## src/source/ps2_mouse_pkg.sv

```systemverilog
/* shared constants for the PS/2 mouse subsystem
   timing limits, APB register map, command codes, FSM states, packet byte union */
`default_nettype none

package ps2_mouse_pkg;

	// --------------------------------------------------
	localparam int TIMER_BITS = 16;                                   // watchdog width
	localparam logic [TIMER_BITS-1:0] HOLD_CYCLES = 16'd2048;         // clock inhibit length
	localparam logic [TIMER_BITS-1:0] TIMEOUT_CYCLES = 16'hFFFF;      // watchdog limit
	localparam int POS_BITS = 16;                                     // position counter width

	localparam logic [7:0] CMD_ENABLE = 8'hF4;                        // enable data reporting
	localparam logic [7:0] ACK_BYTE = 8'hFA;                          // device acknowledge

	// --------------------------------------------------
	localparam logic [4:0] REG_CTRL = 5'd0;                           // enable, clear, reinit
	localparam logic [4:0] REG_STATUS = 5'd4;                         // buttons and ready
	localparam logic [4:0] REG_XPOS = 5'd8;
	localparam logic [4:0] REG_YPOS = 5'd12;
	localparam logic [4:0] REG_COUNT = 5'd16;                         // packets and errors

	// --------------------------------------------------
	localparam logic [2:0] ST_IDLE = 3'd0;                            // waiting for enable
	localparam logic [2:0] ST_INHIBIT = 3'd1;                         // clock held low
	localparam logic [2:0] ST_SEND = 3'd2;                            // command going out
	localparam logic [2:0] ST_WAIT_ACK = 3'd3;
	localparam logic [2:0] ST_BYTE1 = 3'd4;                           // packet status byte
	localparam logic [2:0] ST_BYTE2 = 3'd5;                           // x delta
	localparam logic [2:0] ST_BYTE3 = 3'd6;                           // y delta

	// one received byte, read as packet status or as a plain delta
	typedef union packed {
		struct packed {
			logic y_ovf;                                              // y overflow
			logic x_ovf;                                              // x overflow
			logic y_sign;
			logic x_sign;
			logic always_one;                                         // sync bit of byte 1
			logic middle;
			logic right;
			logic left;
		} status;
		logic [7:0] raw;                                              // x or y delta
	} packet_byte_t;

endpackage

`default_nettype wire
```

## src/source/ps2_mouse_top.sv

```systemverilog
/* PS/2 mouse subsystem top
   APB registers, controller, receive and transmit shifters, position block */
`timescale 1ns/100ps
`default_nettype none

module ps2_mouse_top
(
	input  wire         clk,
	input  wire         mrreset,
	input  wire         psel,
	input  wire         penable,
	input  wire         pwrite,
	input  wire  [4:0]  paddr,
	input  wire  [31:0] pwdata,
	output logic [31:0] prdata,
	input  wire         ps2_clk_i,
	input  wire         ps2_data_i,
	output logic        ps2_clk_o,     // open collector, 1 releases
	output logic        ps2_data_o
);

	logic enable;
	logic clear;
	logic reinit;
	logic ready;
	logic clk_fall;
	logic rx_valid;
	logic rx_error;
	logic [7:0] rx_data;
	logic rx_hold;
	logic tx_start;
	logic tx_done;
	logic pkt_strobe;
	logic frame_err;
	logic [1:0] pkt_index;
	ps2_mouse_pkg::packet_byte_t pkt_byte;
	logic [2:0] buttons;
	logic [ps2_mouse_pkg::POS_BITS-1:0] x_pos;
	logic [ps2_mouse_pkg::POS_BITS-1:0] y_pos;
	logic [15:0] pkt_count;
	logic [7:0] err_count;

	// --------------------------------------------------
	mouse_apb_regs u_regs (.clk(clk), .mrreset(mrreset), .psel(psel), .penable(penable),
		.pwrite(pwrite), .ready(ready), .paddr(paddr), .pwdata(pwdata), .buttons(buttons),
		.x_pos(x_pos), .y_pos(y_pos), .pkt_count(pkt_count), .err_count(err_count),
		.prdata(prdata), .enable(enable), .clear(clear), .reinit(reinit));

	ps2_rx_shifter u_rx (.clk(clk), .mrreset(mrreset), .ps2_clk_i(ps2_clk_i),
		.ps2_data_i(ps2_data_i), .rx_hold(rx_hold), .clk_fall(clk_fall),
		.rx_valid(rx_valid), .rx_error(rx_error), .rx_data(rx_data));

	ps2_tx_shifter u_tx (.clk(clk), .mrreset(mrreset), .clk_fall(clk_fall),
		.tx_start(tx_start), .ps2_data_o(ps2_data_o), .tx_done(tx_done));

	ps2_mouse_ctrl u_ctrl (.clk(clk), .mrreset(mrreset), .enable(enable), .reinit(reinit),
		.rx_valid(rx_valid), .rx_error(rx_error), .tx_done(tx_done), .rx_data(rx_data),
		.ps2_clk_o(ps2_clk_o), .rx_hold(rx_hold), .tx_start(tx_start), .ready(ready),
		.pkt_strobe(pkt_strobe), .frame_err(frame_err), .pkt_byte(pkt_byte),
		.pkt_index(pkt_index));

	mouse_position u_pos (.clk(clk), .mrreset(mrreset), .clear(clear),
		.pkt_strobe(pkt_strobe), .frame_err(frame_err), .pkt_index(pkt_index),
		.pkt_byte(pkt_byte), .buttons(buttons), .x_pos(x_pos), .y_pos(y_pos),
		.pkt_count(pkt_count), .err_count(err_count));

endmodule

`default_nettype wire

```

## src/source/mouse_apb_regs.sv

```systemverilog
/* APB slave register block
   control with self-clearing pulses, status, position and count readback */
`timescale 1ns/100ps
`default_nettype none

module mouse_apb_regs
(
	input  wire                                clk,
	input  wire                                mrreset,
	input  wire                                psel,
	input  wire                                penable,
	input  wire                                pwrite,
	input  wire                                ready,      // handshake done
	input  wire  [4:0]                         paddr,
	input  wire  [31:0]                        pwdata,
	input  wire  [2:0]                         buttons,
	input  wire  [ps2_mouse_pkg::POS_BITS-1:0] x_pos,
	input  wire  [ps2_mouse_pkg::POS_BITS-1:0] y_pos,
	input  wire  [15:0]                        pkt_count,
	input  wire  [7:0]                         err_count,
	output logic [31:0]                        prdata,
	output logic                               enable,
	output logic                               clear,      // one cycle pulse
	output logic                               reinit      // one cycle pulse
);

	logic wr_ctrl;
	logic rd_en;
	logic [31:0] rd_data;

	assign wr_ctrl = psel & penable & pwrite & (paddr == ps2_mouse_pkg::REG_CTRL);
	assign rd_en = psel & ~pwrite;

	// --------------------------------------------------
	always_ff @(posedge clk)
	begin
		if (mrreset)
		begin
			enable <= 1'b0;
			clear <= 1'b0;
			reinit <= 1'b0;
		end
		else
		begin
			clear <= 1'b0;                 // pulses drop after one cycle
			reinit <= 1'b0;
			if (wr_ctrl)
			begin
				enable <= pwdata[0];
				clear <= pwdata[1];
				reinit <= pwdata[2];
			end
		end
	end

	// read mux, positions sign extended to the bus width
	always_comb
	begin
		case (paddr)
			ps2_mouse_pkg::REG_CTRL:
				rd_data = {31'd0, enable};                 // pulse bits read zero
			ps2_mouse_pkg::REG_STATUS:
				rd_data = {28'd0, ready, buttons};
			ps2_mouse_pkg::REG_XPOS:
				rd_data = {{(32-ps2_mouse_pkg::POS_BITS){x_pos[ps2_mouse_pkg::POS_BITS-1]}},
					x_pos};
			ps2_mouse_pkg::REG_YPOS:
				rd_data = {{(32-ps2_mouse_pkg::POS_BITS){y_pos[ps2_mouse_pkg::POS_BITS-1]}},
					y_pos};
			ps2_mouse_pkg::REG_COUNT:
				rd_data = {8'd0, err_count, pkt_count};
			default:
				rd_data = 32'd0;                           // unmapped
		endcase
	end

	assign prdata = rd_en ? rd_data : 32'd0;

endmodule

`default_nettype wire

```

## src/source/mouse_position.sv

```systemverilog
/* packet decode, button latch, X and Y position accumulators, packet and error counters */
`timescale 1ns/100ps
`default_nettype none

module mouse_position
(
	input  wire                                clk,
	input  wire                                mrreset,
	input  wire                                clear,       // zero positions
	input  wire                                pkt_strobe,
	input  wire                                frame_err,
	input  wire  [1:0]                         pkt_index,
	input  wire  ps2_mouse_pkg::packet_byte_t  pkt_byte,
	output logic [2:0]                         buttons,     // middle, right, left
	output logic [ps2_mouse_pkg::POS_BITS-1:0] x_pos,
	output logic [ps2_mouse_pkg::POS_BITS-1:0] y_pos,
	output logic [15:0]                        pkt_count,
	output logic [7:0]                         err_count    // saturates
);

	ps2_mouse_pkg::packet_byte_t status_q;   // byte 1 of current packet
	logic [7:0] x_q;                         // byte 2
	logic [ps2_mouse_pkg::POS_BITS-1:0] dx;
	logic [ps2_mouse_pkg::POS_BITS-1:0] dy;
	logic last_byte;
	logic delta_ok;

	always_ff @(posedge clk)
	begin
		if (pkt_strobe && pkt_index == 2'd1)
			status_q <= pkt_byte;
		if (pkt_strobe && pkt_index == 2'd2)
			x_q <= pkt_byte.raw;
	end

	// 9-bit deltas, sign taken from the status byte
	assign dx = {{(ps2_mouse_pkg::POS_BITS-8){status_q.status.x_sign}}, x_q};
	assign dy = {{(ps2_mouse_pkg::POS_BITS-8){status_q.status.y_sign}}, pkt_byte.raw};
	assign last_byte = pkt_strobe && (pkt_index == 2'd3);
	assign delta_ok = ~(status_q.status.x_ovf | status_q.status.y_ovf);   // drop on overflow

	// --------------------------------------------------
	always_ff @(posedge clk)
	begin
		if (mrreset)
		begin
			buttons <= '0;
			x_pos <= '0;
			y_pos <= '0;
			pkt_count <= '0;
			err_count <= '0;
		end
		else
		begin
			if (clear)
			begin
				x_pos <= '0;                       // counts kept
				y_pos <= '0;
			end
			else if (last_byte && delta_ok)
			begin
				x_pos <= x_pos + dx;
				y_pos <= y_pos - dy;               // screen y grows downward
			end
			if (last_byte)
			begin
				buttons <= {status_q.status.middle, status_q.status.right, status_q.status.left};
				pkt_count <= pkt_count + 1'b1;
			end
			if (frame_err && err_count != 8'hFF)
				err_count <= err_count + 1'b1;
		end
	end

endmodule

`default_nettype wire

```

## src/source/ps2_mouse_ctrl.sv

```systemverilog
/* PS/2 mouse controller FSM
   clock inhibit, enable command, acknowledge wait, packet byte sequencing, watchdog */
`timescale 1ns/100ps
`default_nettype none

module ps2_mouse_ctrl
(
	input  wire                         clk,
	input  wire                         mrreset,
	input  wire                         enable,      // software enable
	input  wire                         reinit,      // restart handshake pulse
	input  wire                         rx_valid,
	input  wire                         rx_error,
	input  wire                         tx_done,
	input  wire  [7:0]                  rx_data,
	output logic                        ps2_clk_o,   // 0 inhibits the device
	output logic                        rx_hold,
	output logic                        tx_start,
	output logic                        ready,       // handshake finished
	output logic                        pkt_strobe,
	output logic                        frame_err,
	output ps2_mouse_pkg::packet_byte_t pkt_byte,
	output logic [1:0]                  pkt_index    // 1 to 3 within packet
);

	logic [2:0] state_q;
	logic [2:0] state_d;
	logic [ps2_mouse_pkg::TIMER_BITS-1:0] timer_q;   // inhibit timer and watchdog
	logic timer_clr;
	logic timeout;
	logic hold_done;
	logic byte_ok;

	assign pkt_byte = rx_data;                       // same byte, union view
	assign timeout = (timer_q == ps2_mouse_pkg::TIMEOUT_CYCLES);
	assign hold_done = (timer_q == ps2_mouse_pkg::HOLD_CYCLES - 1'b1);
	assign byte_ok = rx_valid & ~rx_error;

	// --------------------------------------------------
	always_comb
	begin
		state_d = state_q;
		tx_start = 1'b0;
		pkt_strobe = 1'b0;
		frame_err = 1'b0;
		case (state_q)
			ps2_mouse_pkg::ST_IDLE:
				if (enable)
					state_d = ps2_mouse_pkg::ST_INHIBIT;
			ps2_mouse_pkg::ST_INHIBIT:
				if (hold_done)
				begin
					tx_start = 1'b1;                  // load command at end of hold
					state_d = ps2_mouse_pkg::ST_SEND;
				end
			ps2_mouse_pkg::ST_SEND:
				if (tx_done)
					state_d = ps2_mouse_pkg::ST_WAIT_ACK;
				else if (timeout)
					state_d = ps2_mouse_pkg::ST_INHIBIT;   // device never clocked
			ps2_mouse_pkg::ST_WAIT_ACK:
				if (byte_ok && rx_data == ps2_mouse_pkg::ACK_BYTE)
					state_d = ps2_mouse_pkg::ST_BYTE1;
				else if (rx_valid || timeout)
					state_d = ps2_mouse_pkg::ST_INHIBIT;   // wrong byte, retry
			ps2_mouse_pkg::ST_BYTE1:
				if (byte_ok && pkt_byte.status.always_one)
				begin
					pkt_strobe = 1'b1;
					state_d = ps2_mouse_pkg::ST_BYTE2;
				end
				else if (rx_valid)
					frame_err = 1'b1;                 // stay to resync
			ps2_mouse_pkg::ST_BYTE2:
				if (byte_ok)
				begin
					pkt_strobe = 1'b1;
					state_d = ps2_mouse_pkg::ST_BYTE3;
				end
				else if (rx_valid)
				begin
					frame_err = 1'b1;
					state_d = ps2_mouse_pkg::ST_BYTE1;
				end
				else if (timeout)
					state_d = ps2_mouse_pkg::ST_INHIBIT;   // stalled packet
			ps2_mouse_pkg::ST_BYTE3:
				if (byte_ok)
				begin
					pkt_strobe = 1'b1;
					state_d = ps2_mouse_pkg::ST_BYTE1;
				end
				else if (rx_valid)
				begin
					frame_err = 1'b1;
					state_d = ps2_mouse_pkg::ST_BYTE1;
				end
				else if (timeout)
					state_d = ps2_mouse_pkg::ST_INHIBIT;
			default:
				state_d = ps2_mouse_pkg::ST_IDLE;
		endcase
		if (!enable)
		begin
			state_d = ps2_mouse_pkg::ST_IDLE;         // disable wins over all
			tx_start = 1'b0;
		end
		else if (reinit)
		begin
			state_d = ps2_mouse_pkg::ST_INHIBIT;      // software restart
			tx_start = 1'b0;
		end
	end

	// timer restarts on every state change, idle and byte 1 wait forever
	assign timer_clr = (state_d != state_q) || reinit ||
		(state_q == ps2_mouse_pkg::ST_IDLE) || (state_q == ps2_mouse_pkg::ST_BYTE1);

	always_ff @(posedge clk)
	begin
		if (mrreset)
		begin
			state_q <= ps2_mouse_pkg::ST_IDLE;
			timer_q <= '0;
		end
		else
		begin
			state_q <= state_d;
			if (timer_clr)
				timer_q <= '0;
			else
				timer_q <= timer_q + 1'b1;
		end
	end

	// --------------------------------------------------
	assign ps2_clk_o = ~(enable && state_q == ps2_mouse_pkg::ST_INHIBIT);
	assign rx_hold = (state_q == ps2_mouse_pkg::ST_IDLE) ||
		(state_q == ps2_mouse_pkg::ST_INHIBIT) || (state_q == ps2_mouse_pkg::ST_SEND);
	assign ready = (state_q == ps2_mouse_pkg::ST_BYTE1) ||
		(state_q == ps2_mouse_pkg::ST_BYTE2) || (state_q == ps2_mouse_pkg::ST_BYTE3);

	always_comb
	begin
		case (state_q)
			ps2_mouse_pkg::ST_BYTE1: pkt_index = 2'd1;
			ps2_mouse_pkg::ST_BYTE2: pkt_index = 2'd2;
			ps2_mouse_pkg::ST_BYTE3: pkt_index = 2'd3;
			default:                 pkt_index = 2'd0;   // not in a packet
		endcase
	end

endmodule

`default_nettype wire

```

## src/source/ps2_tx_shifter.sv

```systemverilog
/* PS/2 host-to-device transmitter for the enable command byte */
`timescale 1ns/100ps
`default_nettype none

module ps2_tx_shifter
(
	input  wire  clk,
	input  wire  mrreset,
	input  wire  clk_fall,             // device clock fall strobe
	input  wire  tx_start,             // load command frame
	output logic ps2_data_o,           // 1 releases the line
	output logic tx_done               // frame fully clocked out
);

	localparam logic [11:0] IDLE_WORD = 12'h001;    // marker alone in bit 0

	logic [11:0] shift_q;              // marker, stop, parity, data, start
	logic busy;
	logic last_shift;

	assign busy = (shift_q != IDLE_WORD);
	assign last_shift = clk_fall & busy & (shift_q[11:1] == 11'h001);   // marker moves to bit 0

	// --------------------------------------------------
	always_ff @(posedge clk)
	begin
		if (mrreset)
		begin
			shift_q <= IDLE_WORD;
			tx_done <= 1'b0;
		end
		else
		begin
			tx_done <= last_shift;
			if (tx_start)
				shift_q <= {1'b1, 1'b1, ~^ps2_mouse_pkg::CMD_ENABLE,
					ps2_mouse_pkg::CMD_ENABLE, 1'b0};  // odd parity frame
			else if (clk_fall && busy)
				shift_q <= {1'b0, shift_q[11:1]};     // next bit after each fall
		end
	end

	// start bit shows once the clock is released, idle keeps the line high
	assign ps2_data_o = shift_q[0];

endmodule

`default_nettype wire

```

## src/source/ps2_rx_shifter.sv

```systemverilog
/* PS/2 device-to-host receiver
   synchronizer, clock fall detect, 11-bit frame shifter with checks */
`timescale 1ns/100ps
`default_nettype none

module ps2_rx_shifter
(
	input  wire        clk,
	input  wire        mrreset,
	input  wire        ps2_clk_i,      // raw PS/2 clock pin
	input  wire        ps2_data_i,     // raw PS/2 data pin
	input  wire        rx_hold,        // keep shifter cleared
	output logic       clk_fall,       // one cycle per device clock fall
	output logic       rx_valid,       // frame complete
	output logic       rx_error,       // parity or framing fault
	output logic [7:0] rx_data
);

	logic clk_meta;                    // first sync stage
	logic clk_sync;
	logic clk_prev;                    // delayed copy for edge detect
	logic data_meta;
	logic data_sync;
	logic [10:0] shift_q;              // stop, parity, data, start

	// --------------------------------------------------
	always_ff @(posedge clk)
	begin
		if (mrreset)
		begin
			clk_meta <= 1'b1;          // idle lines are high
			clk_sync <= 1'b1;
			clk_prev <= 1'b1;
			data_meta <= 1'b1;
			data_sync <= 1'b1;
		end
		else
		begin
			clk_meta <= ps2_clk_i;
			clk_sync <= clk_meta;
			clk_prev <= clk_sync;
			data_meta <= ps2_data_i;
			data_sync <= data_meta;
		end
	end

	assign clk_fall = clk_prev & ~clk_sync;    // high then low

	// preloaded with ones, start bit zero marks the end of a frame
	always_ff @(posedge clk)
	begin
		if (mrreset || rx_hold || rx_valid)
			shift_q <= '1;                     // clear after each frame
		else if (clk_fall)
			shift_q <= {data_sync, shift_q[10:1]};   // lsb first
	end

	assign rx_valid = ~shift_q[0];             // start bit reached bit 0
	assign rx_data = shift_q[8:1];
	assign rx_error = shift_q[0] | ~shift_q[10] | ~(^shift_q[9:1]);  // start, stop, odd parity

endmodule

`default_nettype wire

```

## config.mk

```make
export PLATFORM = sky130hd
export DESIGN_NAME = ps2_mouse_top
export DESIGN_NICKNAME = d
export VERILOG_FILES = /design/src/source/ps2_mouse_pkg.sv /design/src/source/ps2_mouse_top.sv /design/src/source/mouse_apb_regs.sv /design/src/source/mouse_position.sv /design/src/source/ps2_mouse_ctrl.sv /design/src/source/ps2_tx_shifter.sv /design/src/source/ps2_rx_shifter.sv
export SDC_FILE = /design/constraint.sdc
export NUM_CORES = 1
export LEC_CHECK = 0
export BUFFER_PORTS_ARGS = -buffer_cell sky130_fd_sc_hd__buf_2
export CORE_ASPECT_RATIO = 0.7
export CORE_MARGIN = 2
export CORE_UTILIZATION = 57
export CTS_CLUSTER_DIAMETER = 50
export DETAILED_ROUTE_END_ITERATION = 8
export GPL_ROUTABILITY_DRIVEN = 0
export PLACE_DENSITY_LB_ADDON = 0.15
export SYNTH_ARGS = -nofsm -noshare
export SYNTH_HDL_FRONTEND = slang
export SYNTH_SLANG_ARGS = --single-unit
export TNS_END_PERCENT = 10
```

## constraint.sdc

```tcl
create_clock -name clk -period 3.3 [get_ports clk]
set_clock_uncertainty 0.1 [all_clocks]
set_input_delay 0.165 -clock clk [delete_from_list [all_inputs] [get_ports clk]]
set_output_delay 0.165 -clock clk [all_outputs]
set_load 0.1 [all_outputs]
```

==> metrics.cfg <==
[grt]
grt_pass1_vias=5720
antenna_found_initial=0
grt_first_pass_wirelength_um=28400
top_usage_layer=met2
grt_start_max_net_pins=49
grtUsageMet1_pct=41.3
grtUsageMet3_pct=5.69
use_met2_pct=42.9
grt_overflow_total=0
grt_usage_pct=28.4

[route]
drt_iter0_markers=692
via_per_inst=6.03
ant_nets=0
vias=6076
routedWlPerCell_um=17.3
drc_errors=0
dr.pass1.iters=6
routed_wl_um=17400

[clocking]
cts_tree=done
ctsHtreeMaxLevel=4
clock_path_buffers=2
insertion_delay_ps=420
cts_num_sinks=125
cts_made_buffers=17
root_buffer=clkbuf_16
clk_transition_reported_paths_ps=60

[sta]
finalHoldViolCount=0
grt_setup_unrepaired=no
fin_crit_sh_pct=91.4
fin_tns_setup_ps=0
worst_pin_slew_ps=855
setup_viol=0
max_slew_margin_pct=43.0
setup_ws_ps=285
fin_crit_ps=3010
slew_viol_final=0
fmax_mhz=332

[synthesis]
syn_inst=795
yosysMostFrequentCell=dfxtp_1
ys_ff_latch=125
synthTopCellsByArea=dfxtp_1 (33%), ha_1 (6.9%), edfxtp_1 (6.7%)
syn-num-nets=878
ys_seq_area_share_pct=39.4
ys_types=64
synth_common_cells=dfxtp_1 (110), nor2_1 (105), nand2_1 (95)
yosysTopAreaCell=dfxtp_1
synthFlopType=dfxtp_1
synth_area_um2=6740
synth_edf_count=15
synth_area_per_cell_um2=8.48
yosysWarnings=0
async_reset_ff_share_pct=0
netlist.area_leader.share_pct=32.7

[floorplan]
io_pins=78
die_h_um=95.0
die_w_um=134
die_area_um2=12700
coreArea_um2=11600
rows=33
start_util_pct=58.1

[setup_path]
crit_type=reg -> reg
setup.worst_path.start_class=flop
path_cells=inv_1 > ha_1 > xnor3_1 > xnor2_2 > and4bb_1 > nand2_2 > buf_4 > or4_1 > nand3_1
slowest_delay_ps=520
cpMaxStageDelayCell=or4_1
cp_max_fo=11
critical_path_required_ps=3560
endpoint_kind=flop
cp.arrival_ps=3270

[cells_and_area]
multi_input_area_um2=3800
drive_above_1_share_pct=12.5
fill_cells=865
instances_no_fill=1007
nets=920
n_antenna_cell=0
seq_area_um2=2650
syn_to_final_growth_pct=18.1

[placement]
io_buffers=48
dp.cells=970
dpl.hpwl_um=12200
dp_slack_ps=356

[outcome]
status=completed

[hold_path]
hold_class=in -> reg

[power_and_ir_drop]
vdd_drop_max_mv=0.376
p_leak_nw=3.19
power_density_nw_per_um2=431

[run]
cap_violations=0

==> cell usage in the layout (no fill, tap or decap), types with 12 or more instances in the layout <==
cell type  count
a21o_1        14
a21oi_1       52
a222oi_1      13
and3_1        14
buf_12        17
buf_2         31
clkbuf_16     18
dfxtp_1      110
edfxtp_1      15
ha_1          37
inv_1         25
mux2i_1       15
nand2_1       95
nand3_1       28
nand4_1       13
nor2_1       104
nor2b_1       13
nor3_1        14
o211ai_1      12
o21ai_0       21
or3_1         14
xnor2_1       22
xor2_1        27
==> logic make-up (layout without fill, tap and decap cells) <==
family / count (synthesis) / count (layout) / share of synthesized area (%)
muxes: 15 / 15 / 2.23
buffers and inverters: 66 / 121 / 4.27
DFF: 125 / 125 / 39.4
adders and majority gates: 39 / 39 / 7.47
xor gates and xnor gates: 51 / 51 / 6.95
and+or+nand+nor: 338 / 338 / 23.7
AOI/OAI and AO/OA: 161 / 161 / 16.0
==> power breakdown <==
part	leakage [nW]	switching [mW]	internal, mW
sequential	1.06	0.000992	1.54
clock	0.283	0.743	1.09
combinational	1.85	0.0379	0.0189
total	3.19	0.782	2.65
==> critical path: cells and delay by family, from the launching register on <==
family	cells	cell delay [ps]
buffers and inverters	2	320
AND/OR/NAND/NOR	4	1260
adder cells (fa/ha/maj)	1	320
XOR/XNOR	2	580
flip-flops	1	370
==> registers in the layout, indices dropped and copies added, names as in the netlist <==
name,flops
u_ctrl.state_q,3
u_ctrl.timer_q,16
u_pos.buttons,3
u_pos.err_count,8
u_pos.pkt_count,16
u_pos.status_q,7
u_pos.x_pos,16
u_pos.x_q,8
u_pos.y_pos,16
u_regs.clear,1
u_regs.enable,1
u_regs.reinit,1
u_rx.clk_meta,1
u_rx.clk_prev,1
u_rx.clk_sync,1
u_rx.data_meta,1
u_rx.data_sync,1
u_rx.shift_q,11
u_tx.shift_q,12
u_tx.tx_done,1
==> stage by stage <==
stage | power, mW | util, % | cell area, µm² | hold WS, ps
after floorplan | 1.60 | - | 6740 | 169
after global placement | 1.62 | 63.1 | 7320 | 258
after detailed placement | 1.62 | 63.1 | 7320 | 267
after CTS | 3.44 | 68.6 | 7960 | 118
after global routing | 3.51 | 68.6 | 7960 | 139
final | 3.43 | 68.6 | 7960 | 130
==> path summary, 6_finish.rpt <==
check / slack, ps / end / startpoint / cells past startpoint
worst min register to register: 310 / u_rx.data_sync / u_rx.data_meta / 1
worst max register to register: 290 / u_pos.x_pos[14] / u_rx.shift_q[3] / 9
worst max-delay path: 290 / u_pos.x_pos[14] / u_rx.shift_q[3] / 9
worst min-delay path: 130 / u_pos.y_pos[12] / mrreset / 4
==> what timing repair did <==
action | 4_1_cts | 5_1_grt
hold endpoints to repair | 5 | 0
hold buffers | 5 | 0
buffers inserted | 0 | 0
gates resized for setup | 0 | 0
==> cell type report <==
type	count	area share, %
inverters	25	1.18
flip-flops and latches	125	33.3
multi-input cells	604	47.8
clock buffers	18	5.66
well taps	157	2.47
clock inverters	14	1.68
repair buffers	64	7.90
==> routing by layer <==
layer	wire length, µm	vias to the layer above
met4	256	0
li1	-	2911
met3	1560	26
met2	7460	277
met5	0	-
met1	8100	2862
Power figures use the tool's default switching activity.
